--- config.mk ---
export PLATFORM = sky130hd
export DESIGN_NAME = lsu
export DESIGN_NICKNAME = d
export VERILOG_FILES = /design/src/lsu_pkg.sv /design/src/lsu.sv /design/src/lsu_addr_calculator.sv /design/src/lsu_lane_buffer.sv /design/src/lsu_lane_sequencer.sv /design/src/lsu_op_manager.sv /design/src/lsu_opcode_decoder.sv
export SDC_FILE = /design/constraint.sdc
export NUM_CORES = 1
export LEC_CHECK = 0
export BUFFER_PORTS_ARGS = -buffer_cell sky130_fd_sc_hd__buf_2
export CAP_MARGIN = 0
export CORE_AREA = 2 2 489 491
export DETAILED_ROUTE_END_ITERATION = 7
export DIE_AREA = 0 0 491 493
export HOLD_SLACK_MARGIN = 0.03
export PLACE_DENSITY = 0.31
export SLEW_MARGIN = 40
export SYNTH_ARGS = -nofsm -noshare
export SYNTH_HDL_FRONTEND = slang
export SYNTH_SLANG_ARGS = --single-unit
--- constraint.sdc ---
create_clock -name clk -period 10.7 [get_ports clk]
set_input_delay 2.14 -clock clk [delete_from_list [all_inputs] [get_ports clk]]
set_output_delay 2.14 -clock clk [all_outputs]
set_load 0.02 [all_outputs]
--- src/lsu_pkg.sv ---
`default_nettype none

package lsu_pkg;

    localparam int word_w = 32;
    localparam int sgpr_addr_w = 9;
    localparam int vgpr_addr_w = 10;
    localparam int wfid_w = 6;
    // widest lane count that the vector write-back bundle can carry
    localparam int max_lanes = 16;

    // format class sits in the top two opcode bits
    typedef enum logic [1:0] {
        fmt_smrd  = 2'd0,
        fmt_mubuf = 2'd1,
        fmt_ds    = 2'd2
    } lsu_fmt_e;

    // scalar view where dw_code 0/1/2 selects 1/2/4 dwords
    typedef struct packed {
        lsu_fmt_e    fmt;
        logic [18:0] rsvd;
        logic [1:0]  dw_code;
        logic        imm;
        logic [7:0]  offset;
    } lsu_smrd_fields_t;

    // vector view with the offset in bytes
    typedef struct packed {
        lsu_fmt_e    fmt;
        logic [16:0] rsvd;
        logic        store;
        logic [11:0] offset;
    } lsu_vmem_fields_t;

    typedef union packed {
        lsu_smrd_fields_t smrd;
        lsu_vmem_fields_t vmem;
    } lsu_opcode_u;

    typedef struct packed {
        logic [wfid_w-1:0] wfid;
        lsu_opcode_u       opcode;
        logic [11:0]       addr_reg;
        logic [11:0]       data_reg;
        logic [11:0]       base_reg;
        logic [11:0]       dest_reg;
        logic [15:0]       lds_base;
    } lsu_issue_t;

    typedef struct packed {
        logic                   sgpr_source1_rd_en;
        logic [sgpr_addr_w-1:0] sgpr_source1_addr;
        logic                   sgpr_source2_rd_en;
        logic [sgpr_addr_w-1:0] sgpr_source2_addr;
        logic                   vgpr_source1_rd_en;
        logic [vgpr_addr_w-1:0] vgpr_source1_addr;
        logic                   vgpr_source2_rd_en;
        logic [vgpr_addr_w-1:0] vgpr_source2_addr;
    } lsu_gpr_rd_t;

    typedef struct packed {
        lsu_fmt_e    fmt;
        logic        store;
        logic [2:0]  dw_cnt;
        logic [11:0] dest_addr;
    } lsu_decoded_t;

    typedef struct packed {
        logic              rd_en;
        logic              wr_en;
        logic [word_w-1:0] addr;
        logic [word_w-1:0] wr_data;
        logic              gm_or_lds;
    } lsu_mem_req_t;

    typedef struct packed {
        logic [3:0]                          sgpr_dest_wr_en;
        logic [sgpr_addr_w-1:0]              sgpr_dest_addr;
        logic [4*word_w-1:0]                 sgpr_dest_data;
        logic                                vgpr_dest_wr_en;
        logic [vgpr_addr_w-1:0]              vgpr_dest_addr;
        logic [max_lanes-1:0]                vgpr_dest_wr_mask;
        logic [max_lanes-1:0][word_w-1:0]    vgpr_dest_data;
    } lsu_wb_t;

    typedef struct packed {
        logic              lsu_done;
        logic              sgpr_instr_done;
        logic              vgpr_instr_done;
        logic [wfid_w-1:0] wfid;
    } lsu_done_t;

endpackage

`default_nettype wire

--- src/lsu.sv ---
`timescale 1ns/10ps
`default_nettype none

module lsu #(
    parameter int NUM_LANES = 4
) (
    input  wire                                      clk,
    input  wire                                      rst,
    input  wire                                      issue_lsu_select,
    input  wire lsu_pkg::lsu_issue_t                 issue,
    input  wire [NUM_LANES-1:0]                      exec_mask,
    output logic                                     issue_ready,
    output lsu_pkg::lsu_gpr_rd_t                     gpr_rd,
    input  wire [lsu_pkg::word_w-1:0]                sgpr_source1_data,
    input  wire [lsu_pkg::word_w-1:0]                sgpr_source2_data,
    input  wire [NUM_LANES-1:0][lsu_pkg::word_w-1:0] vgpr_source1_data,
    input  wire [NUM_LANES-1:0][lsu_pkg::word_w-1:0] vgpr_source2_data,
    output lsu_pkg::lsu_mem_req_t                    mem_req,
    input  wire                                      mem_ack,
    input  wire [lsu_pkg::word_w-1:0]                mem_rd_data,
    output lsu_pkg::lsu_wb_t                         wb,
    output lsu_pkg::lsu_done_t                       done
);

    lsu_pkg::lsu_decoded_t decoded;
    lsu_pkg::lsu_opcode_u opcode_q;
    logic [15:0] lds_base_q;
    logic [NUM_LANES-1:0][lsu_pkg::word_w-1:0] addrs;
    logic [NUM_LANES-1:0][lsu_pkg::word_w-1:0] result;
    logic [lsu_pkg::word_w-1:0] lane_addr;
    logic [lsu_pkg::word_w-1:0] lane_store_data;
    logic [$clog2(NUM_LANES)-1:0] lane;
    logic [NUM_LANES-1:0] seq_mask;
    logic gm_or_lds;
    logic seq_load;
    logic step;
    logic active;
    logic capture;
    logic load_data_en;

    lsu_opcode_decoder decoder_i (
        .issue_lsu_select (issue_lsu_select),
        .issue            (issue),
        .gpr_rd           (gpr_rd),
        .decoded          (decoded)
    );

    // register data lands one cycle after select, so the opcode is taken registered
    lsu_addr_calculator #(.NUM_LANES(NUM_LANES)) addr_calc_i (
        .opcode            (opcode_q),
        .lds_base          (lds_base_q),
        .sgpr_source1_data (sgpr_source1_data),
        .sgpr_source2_data (sgpr_source2_data),
        .vgpr_source1_data (vgpr_source1_data),
        .addrs             (addrs),
        .gm_or_lds         (gm_or_lds)
    );

    lsu_lane_sequencer #(.NUM_LANES(NUM_LANES)) sequencer_i (
        .clk    (clk),
        .rst    (rst),
        .load   (seq_load),
        .mask   (seq_mask),
        .step   (step),
        .lane   (lane),
        .active (active)
    );

    lsu_lane_buffer #(.NUM_LANES(NUM_LANES)) buffer_i (
        .clk             (clk),
        .rst             (rst),
        .capture         (capture),
        .addrs           (addrs),
        .store_data      (vgpr_source2_data),
        .lane            (lane),
        .load_data_en    (load_data_en),
        .mem_rd_data     (mem_rd_data),
        .lane_addr       (lane_addr),
        .lane_store_data (lane_store_data),
        .result          (result)
    );

    lsu_op_manager #(.NUM_LANES(NUM_LANES)) op_manager_i (
        .clk              (clk),
        .rst              (rst),
        .issue_lsu_select (issue_lsu_select),
        .issue            (issue),
        .exec_mask        (exec_mask),
        .decoded          (decoded),
        .active           (active),
        .lane_addr        (lane_addr),
        .lane_store_data  (lane_store_data),
        .result           (result),
        .gm_or_lds        (gm_or_lds),
        .mem_ack          (mem_ack),
        .issue_ready      (issue_ready),
        .opcode_q         (opcode_q),
        .lds_base_q       (lds_base_q),
        .seq_load         (seq_load),
        .seq_mask         (seq_mask),
        .step             (step),
        .capture          (capture),
        .load_data_en     (load_data_en),
        .mem_req          (mem_req),
        .wb               (wb),
        .done             (done)
    );

endmodule

`default_nettype wire

--- src/lsu_addr_calculator.sv ---
`timescale 1ns/10ps
`default_nettype none

module lsu_addr_calculator #(
    parameter int NUM_LANES = 4
) (
    input  wire lsu_pkg::lsu_opcode_u                     opcode,
    input  wire [15:0]                                     lds_base,
    input  wire [lsu_pkg::word_w-1:0]                      sgpr_source1_data,
    input  wire [lsu_pkg::word_w-1:0]                      sgpr_source2_data,
    input  wire [NUM_LANES-1:0][lsu_pkg::word_w-1:0]       vgpr_source1_data,
    output logic [NUM_LANES-1:0][lsu_pkg::word_w-1:0]      addrs,
    output logic                                           gm_or_lds
);

    logic is_smrd;
    logic is_ds;
    logic [lsu_pkg::word_w-1:0] smrd_off;
    logic [lsu_pkg::word_w-1:0] smrd_base;
    logic [lsu_pkg::word_w-1:0] vmem_base;

    assign is_smrd = (opcode.smrd.fmt == lsu_pkg::fmt_smrd);
    assign is_ds   = (opcode.vmem.fmt == lsu_pkg::fmt_ds);

    // smrd offset counts dwords
    assign smrd_off = opcode.smrd.imm ?
                      {{(lsu_pkg::word_w-8){1'b0}}, opcode.smrd.offset} : sgpr_source2_data;
    assign smrd_base = sgpr_source1_data + (smrd_off << 2);

    // global memory from the base scalar, LDS from its own base
    assign vmem_base = (is_ds ? {{(lsu_pkg::word_w-16){1'b0}}, lds_base} : sgpr_source1_data)
                     + {{(lsu_pkg::word_w-12){1'b0}}, opcode.vmem.offset};

    assign gm_or_lds = is_ds;

    for (genvar k = 0; k < NUM_LANES; k++) begin : g_lane
        // for smrd the lane index is the dword index
        localparam logic [lsu_pkg::word_w-1:0] dw_off = 4 * k;

        assign addrs[k] = is_smrd ? smrd_base + dw_off : vmem_base + vgpr_source1_data[k];
    end

endmodule

`default_nettype wire

--- src/lsu_lane_buffer.sv ---
`timescale 1ns/10ps
`default_nettype none

module lsu_lane_buffer #(
    parameter int NUM_LANES = 4
) (
    input  wire                                      clk,
    input  wire                                      rst,
    input  wire                                      capture,
    input  wire [NUM_LANES-1:0][lsu_pkg::word_w-1:0] addrs,
    input  wire [NUM_LANES-1:0][lsu_pkg::word_w-1:0] store_data,
    input  wire [$clog2(NUM_LANES)-1:0]              lane,
    input  wire                                      load_data_en,
    input  wire [lsu_pkg::word_w-1:0]                mem_rd_data,
    output logic [lsu_pkg::word_w-1:0]               lane_addr,
    output logic [lsu_pkg::word_w-1:0]               lane_store_data,
    output logic [NUM_LANES-1:0][lsu_pkg::word_w-1:0] result
);

    logic [NUM_LANES-1:0][lsu_pkg::word_w-1:0] addr_q;
    logic [NUM_LANES-1:0][lsu_pkg::word_w-1:0] data_q;
    logic [NUM_LANES-1:0][lsu_pkg::word_w-1:0] result_q;

    // addresses and store words are valid only in the capture cycle
    always_ff @(posedge clk) begin
        if (capture) begin
            addr_q <= addrs;
            data_q <= store_data;
        end
    end

    // lanes that never return data write back as zero
    always_ff @(posedge clk) begin
        if (rst || capture) begin
            result_q <= '0;
        end else if (load_data_en) begin
            result_q[lane] <= mem_rd_data;
        end
    end

    assign lane_addr       = addr_q[lane];
    assign lane_store_data = data_q[lane];
    // scalar write-back takes the low four words, vector write-back takes all
    assign result          = result_q;

endmodule

`default_nettype wire

--- src/lsu_lane_sequencer.sv ---
`timescale 1ns/10ps
`default_nettype none

module lsu_lane_sequencer #(
    parameter int NUM_LANES = 4
) (
    input  wire                          clk,
    input  wire                          rst,
    input  wire                          load,
    input  wire [NUM_LANES-1:0]          mask,
    input  wire                          step,
    output logic [$clog2(NUM_LANES)-1:0] lane,
    output logic                         active
);

    localparam int lane_w = $clog2(NUM_LANES);

    logic [NUM_LANES-1:0] rem;
    logic [NUM_LANES-1:0] lane_bit;

    // lowest remaining lane goes first
    always_comb begin
        lane = '0;
        for (int i = NUM_LANES - 1; i >= 0; i--) begin
            if (rem[i]) begin
                lane = lane_w'(i);
            end
        end
    end

    assign lane_bit = {{(NUM_LANES-1){1'b0}}, 1'b1} << lane;
    assign active   = |rem;

    always_ff @(posedge clk) begin
        if (rst) begin
            rem <= '0;
        end else if (load) begin
            rem <= mask;
        end else if (step) begin
            rem <= rem & ~lane_bit;
        end
    end

endmodule

`default_nettype wire

--- src/lsu_op_manager.sv ---
`timescale 1ns/10ps
`default_nettype none

module lsu_op_manager #(
    parameter int NUM_LANES = 4
) (
    input  wire                                      clk,
    input  wire                                      rst,
    input  wire                                      issue_lsu_select,
    input  wire lsu_pkg::lsu_issue_t                 issue,
    input  wire [NUM_LANES-1:0]                      exec_mask,
    input  wire lsu_pkg::lsu_decoded_t               decoded,
    input  wire                                      active,
    input  wire [lsu_pkg::word_w-1:0]                lane_addr,
    input  wire [lsu_pkg::word_w-1:0]                lane_store_data,
    input  wire [NUM_LANES-1:0][lsu_pkg::word_w-1:0] result,
    input  wire                                      gm_or_lds,
    input  wire                                      mem_ack,
    output logic                                     issue_ready,
    output lsu_pkg::lsu_opcode_u                     opcode_q,
    output logic [15:0]                              lds_base_q,
    output logic                                     seq_load,
    output logic [NUM_LANES-1:0]                     seq_mask,
    output logic                                     step,
    output logic                                     capture,
    output logic                                     load_data_en,
    output lsu_pkg::lsu_mem_req_t                    mem_req,
    output lsu_pkg::lsu_wb_t                         wb,
    output lsu_pkg::lsu_done_t                       done
);

    typedef enum logic [1:0] {
        st_idle,
        st_capture,
        st_request,
        st_wait_ack
    } state_e;

    state_e state;
    lsu_pkg::lsu_decoded_t dec_q;
    logic [lsu_pkg::wfid_w-1:0] wfid_q;
    logic [NUM_LANES-1:0] exec_q;
    logic is_smrd_q;
    logic [4:0] dw_ones;
    logic finishing;

    always_ff @(posedge clk) begin
        if (rst) begin
            state <= st_idle;
        end else begin
            case (state)
                st_idle: begin
                    if (issue_lsu_select) begin
                        state <= st_capture;
                    end
                end
                st_capture:  state <= st_request;
                // request state finishes in place once no lane remains
                st_request:  state <= active ? st_wait_ack : st_idle;
                st_wait_ack: begin
                    if (mem_ack) begin
                        state <= st_request;
                    end
                end
                default:     state <= st_idle;
            endcase
        end
    end

    always_ff @(posedge clk) begin
        if (state == st_idle && issue_lsu_select) begin
            opcode_q   <= issue.opcode;
            lds_base_q <= issue.lds_base;
            wfid_q     <= issue.wfid;
            dec_q      <= decoded;
            exec_q     <= exec_mask;
        end
    end

    assign is_smrd_q   = (dec_q.fmt == lsu_pkg::fmt_smrd);
    assign dw_ones     = (5'd1 << dec_q.dw_cnt) - 5'd1;
    assign issue_ready = (state == st_idle);
    assign capture     = (state == st_capture);
    assign seq_load    = capture;
    assign step        = (state == st_wait_ack) && mem_ack;
    assign load_data_en = step && !dec_q.store;
    assign finishing   = (state == st_request) && !active;

    // scalar loads walk dwords, vector ops walk exec lanes
    always_comb begin
        seq_mask = exec_q;
        if (is_smrd_q) begin
            seq_mask      = '0;
            seq_mask[3:0] = dw_ones[3:0];
        end
    end

    always_comb begin
        mem_req           = '0;
        mem_req.addr      = lane_addr;
        mem_req.wr_data   = lane_store_data;
        mem_req.gm_or_lds = gm_or_lds;
        if (state == st_request && active) begin
            mem_req.rd_en = !dec_q.store;
            mem_req.wr_en = dec_q.store;
        end
    end

    always_comb begin
        wb                = '0;
        wb.sgpr_dest_addr = dec_q.dest_addr[lsu_pkg::sgpr_addr_w-1:0];
        wb.sgpr_dest_data = result[3:0];
        wb.vgpr_dest_addr = dec_q.dest_addr[lsu_pkg::vgpr_addr_w-1:0];
        wb.vgpr_dest_wr_mask[NUM_LANES-1:0] = exec_q;
        wb.vgpr_dest_data[NUM_LANES-1:0]    = result;
        if (finishing && !dec_q.store) begin
            if (is_smrd_q) begin
                wb.sgpr_dest_wr_en = dw_ones[3:0];
            end else begin
                wb.vgpr_dest_wr_en = 1'b1;
            end
        end
    end

    always_comb begin
        done      = '0;
        done.wfid = wfid_q;
        if (finishing) begin
            done.lsu_done        = 1'b1;
            done.sgpr_instr_done = is_smrd_q;
            done.vgpr_instr_done = !is_smrd_q;
        end
    end

endmodule

`default_nettype wire

--- src/lsu_opcode_decoder.sv ---
`timescale 1ns/10ps
`default_nettype none

module lsu_opcode_decoder (
    input  wire                   issue_lsu_select,
    input  wire lsu_pkg::lsu_issue_t issue,
    output lsu_pkg::lsu_gpr_rd_t  gpr_rd,
    output lsu_pkg::lsu_decoded_t decoded
);

    lsu_pkg::lsu_fmt_e fmt;
    logic is_smrd;
    logic is_store;

    // both views keep the format in the same bits
    assign fmt      = issue.opcode.smrd.fmt;
    assign is_smrd  = (fmt == lsu_pkg::fmt_smrd);
    assign is_store = !is_smrd && issue.opcode.vmem.store;

    always_comb begin
        gpr_rd = '0;
        gpr_rd.sgpr_source1_rd_en = issue_lsu_select;
        gpr_rd.sgpr_source1_addr  = issue.base_reg[lsu_pkg::sgpr_addr_w-1:0];
        // scalar offset register only when no immediate is given
        gpr_rd.sgpr_source2_rd_en = issue_lsu_select && is_smrd && !issue.opcode.smrd.imm;
        gpr_rd.sgpr_source2_addr  = issue.addr_reg[lsu_pkg::sgpr_addr_w-1:0];
        gpr_rd.vgpr_source1_rd_en = issue_lsu_select && !is_smrd;
        gpr_rd.vgpr_source1_addr  = issue.addr_reg[lsu_pkg::vgpr_addr_w-1:0];
        // store data comes from the second vector source
        gpr_rd.vgpr_source2_rd_en = issue_lsu_select && is_store;
        gpr_rd.vgpr_source2_addr  = issue.data_reg[lsu_pkg::vgpr_addr_w-1:0];
    end

    always_comb begin
        decoded.fmt       = fmt;
        decoded.store     = is_store;
        decoded.dest_addr = issue.dest_reg;
        case (issue.opcode.smrd.dw_code)
            2'd0:    decoded.dw_cnt = 3'd1;
            2'd1:    decoded.dw_cnt = 3'd2;
            default: decoded.dw_cnt = 3'd4;
        endcase
    end

endmodule

`default_nettype wire

### After elaboration in Yosys (flattened, before gate mapping)

Index checks and enable logic that the tools add are counted.

* flip-flop bits (word level): 464
* bits of input ports: 462
* logic and storage cells: 102

* $add $sub $neg: 10
* magnitude comparators: 2
* equality and inequality tests: 7
* shift-type cells: 2
* mux-type cells: 31
* bitwise logic cells: 2
* reduce and logical (&&, ||, !) cells: 26

Operators by type and width (number)
* $mux 32: 8
* $add 32x32->32: 5
* $bmux 32 s2: 2
* $bwmux 128: 1
* $add 32x4->32 const B: 2
* $demux 32 s2: 1
* $add 32x12->32: 1
* $add 32x3->32 const B: 1
* $mux 30: 1
* $mux 4: 5
* $mux 2: 8
* $logic_and 1x1->1: 12
* $logic_not 2->1: 5
* $pmux 2 s4: 1
* $eq 2x2->1 const B: 3
* $pmux 3 s2: 1
* $logic_not 1->1: 5
* $and 4x4->4: 1
* $eq 2x1->1 const B: 2
* $ne 2x2->1 const B: 2
* $not 4->4: 1
* $reduce_or 4->1: 1
* $shl 1x2->4 const A: 1
* $shl 1x3->4 const A: 1
* 8 further kinds: 9

### Logic depth before layout (Yosys ltp)

Gate-level depths: netlist of the first run.

* depth after elaboration: 9
* mapped depth: 30

### Modules after synthesis

From an unflattened synthesis of the first run, not the netlist that was laid out.

* cell total of the unflattened synthesis: 3579
* area total of the unflattened synthesis: 35846.9 µm²

By module, submodules not included
* lsu_lane_buffer: instances 1, cells each 804, area an instance 14823.0 µm², sequential area each 10249.8 µm²
* lsu_addr_calculator: instances 1, cells each 1832, area an instance 12336.8 µm², sequential area each 0.0 µm²
* lsu_op_manager: instances 1, cells each 856, area an instance 8027.7 µm², sequential area each 2262.2 µm²
* lsu_opcode_decoder: instances 1, cells each 61, area an instance 459.2 µm², sequential area each 0.0 µm²
* lsu_lane_sequencer: instances 1, cells each 26, area an instance 200.2 µm², sequential area each 80.1 µm²

### Least setup slack after synthesis of the first run

OpenSTA, ideal clock, no wires.

* kind: input to register
* from: in sgpr_source1_data[2] (netlist bit)
* to: reg buffer_i.addr_q[60] (netlist bit) (data pin)
* library setup time: 0.258 ns
* arrival time: 6.439 ns
* required time: 10.442 ns
* path slack: 4.003 ns
* cell stages on the path: 22
* path buffers: 1
* path through: nand2_1 nand2_1 ha_1 and2_1 a221oi_1 a21oi_1 o211ai_1 nand2_1 and2_1 and4_1 clkbuf_1 xnor2_1 ha_1 and3_1 and3_1 nand3_1 o21ai_0 a311oi_1 o41ai_1 a221o_1 and3_1 nor3_1

RTL lines
* start: declaration: line lsu.sv:14 `input wire [lsu_pkg::word_w-1:0] sgpr_source1_data,`
* end signal: assignment: line lsu_lane_buffer.sv:27 `addr_q <= addrs;`
* end: declaration: line lsu_lane_buffer.sv:20 `logic [NUM_LANES-1:0][lsu_pkg::word_w-1:0] addr_q;`

==> results.md, run 1 <==
- TritonCTS clock tree: yes
- Final hold slack: 465.9 ps
- Synthesis Warnings: 0
- H-tree Lvls: 3
- Crit-path leading delay family: compound AO/OA/AOI/OAI gates
- Worst Setup Path Type: in -> reg
- Initial DRC count: 1909
- Final Routed Wirelength: 170100 um
- Run status: finished with violations
- Crit path largest cell delay: 590 ps
- Crit. Startpoint: sgpr_source1_data[0]
- Clock Tree Root: clkbuf_16
- Reg clk slew, reported paths: 50 ps
- First-pass GRT wire length: 225000 um
- Clock Tree Buf Depth: 3
- Failing checks: DRC
- Drt via density: 3.740
- Die area: 0.2421 mm2
- Beginning of the worst register-to-register path: op_manager_i.dec_q[16]
- Reg2reg path depth: 26
- Hold Path Depth: 2
- Fill count: 27.01k
- Gr ovfl total: 0
- Area Overhead vs Synth: 22.35%
- Share of cells above drive strength 1: 23.37%
- Synthesized area per cell: 8.837 um2
- Clock buffer count from CTS: 68
- Post-layout util: 16.76%
- Ports: 1261
- Core Region: 0.2370 mm2
- Setup_tns: 0 ps
- Horiz. Die Dim: 491 um
- Fmax: 0.1282 GHz
- Non-Filler Instances: 7469
- Leak: 16.46 nW
- Top_reg_cell synth: edfxtp_1
- Detail Placement HPWL: 139100 um
- Critical Path Source Type: input pin
- Resized Gates After CTS: 0
- ANT nets after route: 0
- Final Max Slew Viols: 0
- Crit path buf inv count: 1
- Hold Crit Class: reg -> reg
- Crit Reg-Reg Endpoint: buffer_i.addr_q[95]
- Distinct cells, synth: 91
- GP Congestion: 0.8440
- RSZ-0062 raised after global routing: false
- Least-Margin Pin Slew: 848.0 ps
- Post-Syn Area: 0.03246 mm2
- Comb pwr share: 35.7%
- Maximum Capacitance Violations: 0
- CP max-delay cell: xor2_1
- # Post-CTS Setup Buffers: 0
- # rows: 179
- Area of the multi-input gates: 0.01694 mm2
- Ys async rst share: 0%
- Seq pwr share: 30.2%
- Pin count of the biggest net entering global routing: 73
- Initial Util: 13.70%
- DR DRC count: 6
- Final min period: 7801 ps
- Post-synth EDFFs: 310
- NetSw: 0.002679 W
- Global Route Usage Sum: 13.39%
- Sequential share of the synthesized area: 36.94%
- Sequential Area: 0.01199 mm2
- PwrDens: 172.6 mW/mm2
- Vias in the first global route: 26.76k
- Buffers on Ports: 769
- # setup viols final: 0
- Final Net Count: 4890
- Worst Clk Skew: 59.22 ps
- Hold Path Sink: buffer_i.result[80]
- First drt pass iteration count: 8
- Worst hold start: buffer_i.result[80]
- Clock latency on the worst-skew pair: 700 ps
- Vias: 27.93k
- Peak supply drop: 0.1411 mV
- Clock sink count: 444
- Tcrit/Tclk final: 72.91%
- Worst relative slew slack: 43.28%
- Post-CTS Hold Fix Bufs: 0
- Synth Instances: 3673
- Initial antenna violation count: 76
- Worst Path Required: 11060 ps
- Worst setup EP type: register
- Clock group share of total power: 34.1%
- Synthesized flop and latch total: 444
- Pint: 0.004175 W
- Crit-path max FO: 5
- Die height: 493 um
- Wire length per cell: 22.78 um
- Crit path DAT: 8170 ps
- Sw frac: 39.08%
- Final Hold Fails: 0
- Placed Instances: 7333
- R2R Setup Slk: 2980 ps
==> power by group through the flow <==
stage                     logic (W)  registers, W  clock network [W]
after global routing        0.00270       0.00208            0.00248
after global placement      0.00246       0.00210                  0
after CTS                   0.00248       0.00207            0.00243
final                       0.00245       0.00207            0.00234
after floorplan             0.00167       0.00210                  0
after detailed placement    0.00247       0.00210                  0
==> layout by cell type, fill, tap and decap left out, types with 9 or more instances in the layout <==
cell type  Yosys  final
a31oi_1       22     22
a222oi_1      64     64
inv_1         56     54
buf_4        589     50
a211oi_1      27     26
a21o_1        50     50
or2_2         11      9
conb_1         1    396
o21ai_1       11     14
nor2b_1       40     39
or3_1         17     17
o21ai_0      139    136
and3_1        25     25
nor2_1       188    186
nor4_1        12     11
o211ai_1      15     15
o21bai_1      22     22
xnor2_1      128    123
o31ai_1       20     20
diode_2        0     11
clkbuf_1     126     20
mux2_2        12     12
a21oi_1      345    345
edfxtp_1     310    310
buf_2          8    769
nand2b_1      21     20
and2_1        25     29
nand2_1      632    632
xor2_1        76     72
nor3_1        48     48
nand3_1       60     60
dfxtp_1      134    134
ha_1         185    185
o21a_1        41     41
clkbuf_16      0     68
nand4_1       38     38
o22ai_1       10     10
mux2i_1       14     14
==> worst max path at each step <==
stage	endpoint	slack (ps)	cells past startpoint
2_1_floorplan	buffer_i.addr_q[60]	4000	22
3_3_place_gp	buffer_i.addr_q[95]	2090	26
3_5_place_dp	buffer_i.addr_q[95]	2110	26
4_1_cts	buffer_i.addr_q[93]	2740	26
5_1_grt	buffer_i.addr_q[93]	2270	27
6_report	buffer_i.addr_q[95]	2900	26
==> cell type report <==
type                    count  area share (%)
inverters                  56          0.5545
flip-flops and latches    444           30.19
clock buffers              90           4.543
diodes                     11         0.06931
well taps                3167           9.978
clock inverters            34           1.137
multi-input cells        2842           42.65
repair buffers            825           10.87
==> cell families (layout without fill, tap and decap cells) <==
family                     after synthesis  after routing  synth area share, %
buffers and inverters                  782           1005                15.89
DFF                                    444            444                36.94
and+or+nand+nor                       1169           1169                16.32
xor gates and xnor gates               205            205                5.555
adders and majority gates              191            191                7.501
muxes                                   27             27               0.8827
AOI/OAI and AO/OA                      854            854                16.90
other                                    1            407              0.01155
==> worst register-to-register path: cells and delay by family (launching register included) <==
kind | cells | cell delay (ps)
flip-flops | 1 | 440
AND/OR/NAND/NOR | 9 | 2240
adder cells (fa/ha/maj) | 2 | 580
buffers and inverters | 2 | 880
AO/OA/AOI/OAI | 12 | 2720
XOR/XNOR | 1 | 590
==> flip-flops by register name, indices dropped and copies added (netlist names) <==
name                     count
buffer_i.addr_q            128
buffer_i.data_q            128
buffer_i.result            128
op_manager_i.dec_q           6
op_manager_i.exec_q          4
op_manager_i.lds_base_q     16
op_manager_i.opcode_q       12
op_manager_i.state           2
op_manager_i.wb             10
op_manager_i.wfid_q          6
sequencer_i.rem              4
==> cell usage after synthesis, types with 7 or more instances <==
| master | instances | area share (%) |
|---|---|---|
| nand2_1 | 632 | 7.3 |
| nor2b_1 | 40 | 0.77 |
| mux2i_1 | 14 | 0.43 |
| xor2_1 | 76 | 2.1 |
| xnor2_1 | 128 | 3.5 |
| buf_2 | 8 | 0.12 |
| dfxtp_1 | 134 | 8.3 |
| o21ai_0 | 139 | 2.1 |
| a211o_1 | 8 | 0.22 |
| a21o_1 | 50 | 1.2 |
| inv_1 | 56 | 0.65 |
| o22ai_1 | 10 | 0.19 |
| and2_1 | 25 | 0.48 |
| o31ai_1 | 20 | 0.46 |
| mux2_2 | 12 | 0.42 |
| and3_1 | 25 | 0.48 |
| nand3_1 | 60 | 0.93 |
| ha_1 | 185 | 7.1 |
| o21bai_1 | 22 | 0.51 |
| or3_1 | 17 | 0.33 |
| nand2b_1 | 21 | 0.40 |
| buf_4 | 589 | 14 |
| o211ai_1 | 15 | 0.35 |
| nor4_1 | 12 | 0.23 |
| edfxtp_1 | 310 | 29 |
| a31oi_1 | 22 | 0.42 |
| o21a_1 | 41 | 0.95 |
| nand4_1 | 38 | 0.73 |
| clkbuf_1 | 126 | 1.5 |
| a222oi_1 | 64 | 2.0 |
| nor2_1 | 188 | 2.2 |
| or2_2 | 11 | 0.21 |
| o21ai_1 | 11 | 0.17 |
| a211oi_1 | 27 | 0.62 |
| a21oi_1 | 345 | 5.3 |
| a2111oi_0 | 7 | 0.19 |
| nor3_1 | 48 | 0.74 |
==> through the flow <==
step / cell area [um2] / total power, W / setup slack [ps]
3_5_place_dp: 37380 / 0.004568 / 2113
3_3_place_gp: 37250 / 0.004560 / 2094
4_1_cts: 39640 / 0.006981 / 2743
6_report: 39710 / 0.006854 / 2899
5_1_grt: 39690 / 0.007248 / 2271
2_1_floorplan: 33940 / 0.003776 / 4003
==> routing by layer <==
| metal | track usage (%) | wire length [um] |
|---|---|---|
| met1 | 16.33 | 71540 |
| met2 | 22.94 | 81390 |
| met3 | 2.701 | 9579 |
| met4 | 5.371 | 7481 |
| met5 | 0 | 137 |
No activity file was read; power rests on OpenSTA's default activity.
==> inputs of run 2 (changes only) <==
==> constraint.sdc (replaced) <==
create_clock -name clk -period 7.93 [get_ports clk]
set_input_delay 1.586 -clock clk [delete_from_list [all_inputs] [get_ports clk]]
set_output_delay 1.586 -clock clk [all_outputs]
set_load 0.02 [all_outputs]
==> results.md, run 2 (same netlist as run 1, synthesis figures left out) <==
- Run status: completed
- Worst setup EP type: register
- Initial Util: 13.70%
- Clock Tree Buf Depth: 3
- GP Congestion: 0.8554
- Worst Clk Skew: 27.04 ps
- Commonest cells after routing, fill and taps aside: buf_2, nand2_1, conb_1
- Clock sink count: 444
- ANT nets after route: 0
- Clock Tree Root: clkbuf_16
- Placed cell area: 0.03764 mm2
- DR DRC count: 0
- Least-Margin Pin Slew: 870.5 ps
- Ports: 1261
- RSZ-0062 raised after global routing: false
- Die area: 0.2421 mm2
- Final min period: 7215 ps
- First drt pass iteration count: 7
- NetSw: 0.003575 W
- Busiest layer in global routing: met2
- Worst Path Required: 8320 ps
- Crit-path leading delay family: compound AO/OA/AOI/OAI gates
- Critical Path Source Type: register
- Peak supply drop: 0.1345 mV
- Fmax: 0.1386 GHz
- Share of cells above drive strength 1: 23.73%
- Crit-path max FO: 30
- Reg clk slew, reported paths: 60 ps
- # setup viols final: 0
- Core Region: 0.2370 mm2
- Initial DRC count: 2065
- Worst relative slew slack: 41.77%
- First-pass GRT wire length: 228100 um
- Vias: 28.34k
- Crit path buf inv count: 3
- Clock buffer count from CTS: 68
- Drt via density: 3.779
- Hold Crit Class: reg -> reg
- PwrDens: 229.8 mW/mm2
- Die height: 493 um
- Clock group share of total power: 32.9%
- Wire length per cell: 22.94 um
- Vias in the first global route: 27.07k
- H-tree Lvls: 3
- Gr ovfl total: 0
- Tcrit/Tclk final: 90.99%
- Met3 Usage GRT: 2.926%
- Worst Setup Path Type: reg -> reg
- Crit path largest cell delay: 480 ps
- Fin area: 0.03980 mm2
- TritonCTS clock tree: yes
- Seq pwr share: 30.5%
- Detail Placement HPWL: 140000 um
- Resized Gates After CTS: 0
- Grt met1 use: 16.55%
- Pint: 0.005569 W
- Setup_tns: 0 ps
- Initial antenna violation count: 68
- Buffers on Ports: 769
- # Post-CTS Setup Buffers: 0
- Pin count of the biggest net entering global routing: 96
- Comb pwr share: 36.5%
- Crit path DAT: 7610 ps
- Final Hold Fails: 0
- Clock latency on the worst-skew pair: 680 ps
- Met2 usage: 23.19%
- # rows: 179
- Post-Place Worst Slack: 286.6 ps
- Most common cell after layout, fill and taps aside: buf_2
- Leak: 16.58 nW
- Global Route Usage Sum: 13.54%
- Final Net Count: 4927
- Final worst slack: 714.9 ps
- CP max-delay cell: nand2b_1
- Final Routed Wirelength: 172000 um
- Sw frac: 39.10%
- Post-CTS Hold Fix Bufs: 0
- Horiz. Die Dim: 491 um
- Post-layout util: 16.80%
- Final Max Slew Viols: 0
- Maximum Capacitance Violations: 0
- Area Overhead vs Synth: 22.62%
run 2: cell types whose count changed in the layout (fill, tap and decap cells not counted), sizes merged:
cell,delta
buf,+37
clkinvlp,-4
bufinv,-3
clkbuf,-2
diode,+1
inv,+1
run 2: final cells by class:
cell class                      count  area (um2)
Antenna cell                       12       30.03
Inverter                           56       220.2
Timing Repair Buffer              862        4619
Clock inverter                     28       279.0
Tap cell                         3167        3963
Multi-Input combinational cell   2842       16880
Fill cell                       27140      197200
Sequential cell                   444       11990
Clock buffer                       88        1819
run 2: worst paths after layout:
kind,start,endpoint,slack [ps],cells after the start
setup / recovery,op_manager_i.dec_q[17],buffer_i.addr_q[95],710,29
hold / removal,buffer_i.result[24],buffer_i.result[24],470,2
hold reg to reg,buffer_i.result[24],buffer_i.result[24],470,2
setup reg to reg,op_manager_i.dec_q[17],buffer_i.addr_q[95],710,29
run 2: worst reg2reg max path: cells and delay by family (launching register included):
family | cells | cell delay [ps]
AOI/OAI and AO/OA | 12 | 2580
xor gates and xnor gates | 1 | 300
buffers and inverters | 3 | 620
DFF | 1 | 450
and+or+nand+nor | 10 | 2170
adders and majority gates | 3 | 820
run 2: metrics by stage:
stage / hold slack (ps) / instances / total power, W
3_5_place_dp: 460.1 / 7370 / 0.006207
3_3_place_gp: 451.1 / 7369 / 0.006208
4_1_cts: 468.4 / 7486 / 0.009348
6_report: 466.0 / 7499 / 0.009144
5_1_grt: 486.7 / 7492 / 0.009712
2_1_floorplan: 492.5 / 4068 / 0.005095
run 2: metal layers:
metal / vias up / wire [um]
li1: 13340 / -
met1: 13620 / 72390
met3: 265 / 9980
met5: - / 131
met4: 22 / 6796
met2: 1100 / 82720
run 2: power groups by stage:
stage,combinational [W],clock [W],sequential [W]
6_report,0.00334,0.00301,0.00279
4_1_cts,0.00339,0.00317,0.00279
2_1_floorplan,0.00226,0,0.00284
5_1_grt,0.00367,0.00324,0.00280
3_5_place_dp,0.00337,0,0.00284
3_3_place_gp,0.00337,0,0.00284
==> inputs of run 3 (changes only) <==
--- a/config.mk
+++ b/config.mk
@@ -7,11 +7,12 @@
 export LEC_CHECK = 0
 export BUFFER_PORTS_ARGS = -buffer_cell sky130_fd_sc_hd__buf_2
 export CAP_MARGIN = 0
-export CORE_AREA = 2 2 489 491
+export CORE_AREA = 2 2 492 494
+export CTS_CLUSTER_SIZE = 20
 export DETAILED_ROUTE_END_ITERATION = 7
-export DIE_AREA = 0 0 491 493
+export DIE_AREA = 0 0 494 496
 export HOLD_SLACK_MARGIN = 0.03
-export PLACE_DENSITY = 0.31
+export PLACE_DENSITY = 0.3
 export SLEW_MARGIN = 40
 export SYNTH_ARGS = -nofsm -noshare
 export SYNTH_HDL_FRONTEND = slang
==> results.md, run 3 (same netlist as run 1, synthesis figures left out) <==
- Final Routed Wirelength: 168600 um
- Maximum Capacitance Violations: 0
- Beginning of the worst register-to-register path: op_manager_i.dec_q[16]
- Die area: 0.2450 mm2
- Final Hold Fails: 0
- Initial antenna violation count: 65
- # Post-CTS Setup Buffers: 0
- Final Max Slew Viols: 0
- Reg clk slew, reported paths: 60 ps
- PwrDens: 231.3 mW/mm2
- TritonCTS clock tree: yes
- Crit Reg-Reg Endpoint: buffer_i.addr_q[63]
- Final Net Count: 4929
- Final min period: 7133 ps
- Crit-path max FO: 12
- Gr ovfl total: 0
- Core Region: 0.2396 mm2
- Clock Tree Root: clkbuf_16
- Fmax: 0.1402 GHz
- Vias in the first global route: 27.09k
- CP max-delay cell: a2111oi_0
- Total chip power: 0.009259 W
- Hold Path Depth: 2
- Resized Gates After CTS: 0
- Drt via density: 3.731
- Least-Margin Pin Slew: 798.6 ps
- Commonest cells after routing, fill and taps aside: buf_2, nand2_1, conb_1
- Worst Clk Skew: 38.26 ps
- Clock latency on the worst-skew pair: 690 ps
- Pin count of the biggest net entering global routing: 129
- First-pass GRT wire length: 222600 um
- Post-CTS Hold Fix Bufs: 0
- Fill count: 27.29k
- Sequential Area: 0.01199 mm2
- Hold Crit Class: reg -> reg
- ANT nets after route: 0
- # setup viols final: 0
- Ports: 1261
- Vias: 28.09k
- Run status: completed
- Worst setup EP type: register
- Hold Path Sink: buffer_i.result[57]
- Die height: 496 um
- Most common cell after layout, fill and taps aside: buf_2
- Setup_tns: 0 ps
- Area of the multi-input gates: 0.01691 mm2
- Tcrit/Tclk final: 89.95%
- # rows: 180
- Global Route Usage Sum: 13.08%
- Clock Tree Buf Depth: 3
- H-tree Lvls: 3
- Wire length per cell: 22.40 um
- Peak supply drop: 0.1299 mV
- Worst Setup Path Type: reg -> reg
- Reg2reg path depth: 28
- R2R Setup Slk: 800 ps
- Clock buffer count from CTS: 68
- Crit path DAT: 7510 ps
- GP Congestion: 0.8355
- Detail Placement HPWL: 137600 um
- RSZ-0062 raised after global routing: false
- First drt pass iteration count: 6
- DR DRC count: 0
- Worst relative slew slack: 45.38%
- Share of cells above drive strength 1: 24.07%
- Leak: 16.67 nW
- Clock sink count: 444
- Horiz. Die Dim: 494 um
- Initial Util: 13.55%
- Initial DRC count: 1793
- Worst Path Required: 8310 ps
- Crit path largest cell delay: 600 ps
- Worst hold start: buffer_i.result[57]
- Area Overhead vs Synth: 23.35%
- Critical Path Source Type: register
- Buffers on Ports: 769
- Top cell by count, worst path: o21ai_0
[run 3: cell type report]
type	count	share of cell area [%]
multi-input combinational	2842	42.22
sequential	444	29.95
timing repair buffer	864	11.63
tap	3185	9.953
clock buffer	90	4.581
clock inverter	33	1.025
inverter	56	0.5500
antenna	13	0.08125
[run 3: through the flow]
step	util (%)	cell area [um2]	setup slack (ps)	std cells	hold slack, ps
floorplan	-	33940	1657	4068	492.5
finish	16.71	40040	797.1	7527	465.6
CTS	16.67	39950	827.8	7513	468.3
detailed placement	15.74	37710	370.4	7390	460.0
global placement	15.69	37600	154.0	7388	453.0
global route	16.70	40020	348.5	7519	482.9
[run 3: power breakdown]
part           switching, W  leakage, nW  total (W)  internal, W
Sequential        0.0000620         3.97    0.00279      0.00273
Combinational       0.00224         11.6    0.00335      0.00110
Clock               0.00133         1.07    0.00312      0.00179
[run 3: per-layer routing]
layer | GRT usage, % | part of all wire (%)
met2 | 22.75 | 49
met1 | 15.98 | 42
met4 | 4.211 | 3.4
met5 | 0 | 0.12
met3 | 2.765 | 5.4
[run 3: worst max-delay path by stage]
stage,start,endpoint,depth (start not counted)
after global placement,sgpr_source1_data[0],buffer_i.addr_q[62],26
after global routing,op_manager_i.dec_q[16],buffer_i.addr_q[63],28
after floorplan,op_manager_i.state[0],sequencer_i.rem[0],4
after CTS,op_manager_i.dec_q[16],buffer_i.addr_q[63],28
after detailed placement,sgpr_source1_data[0],buffer_i.addr_q[62],26
final,op_manager_i.dec_q[16],buffer_i.addr_q[63],28
[run 3: worst max-delay path, delay by kind of cell, from the launching register on]
kind	cells	cell delay (ps)
and+or+nand+nor	5	770
AOI/OAI and AO/OA	16	3860
DFF	1	440
adders and majority gates	3	830
buffers and inverters	2	570
xor gates and xnor gates	2	320
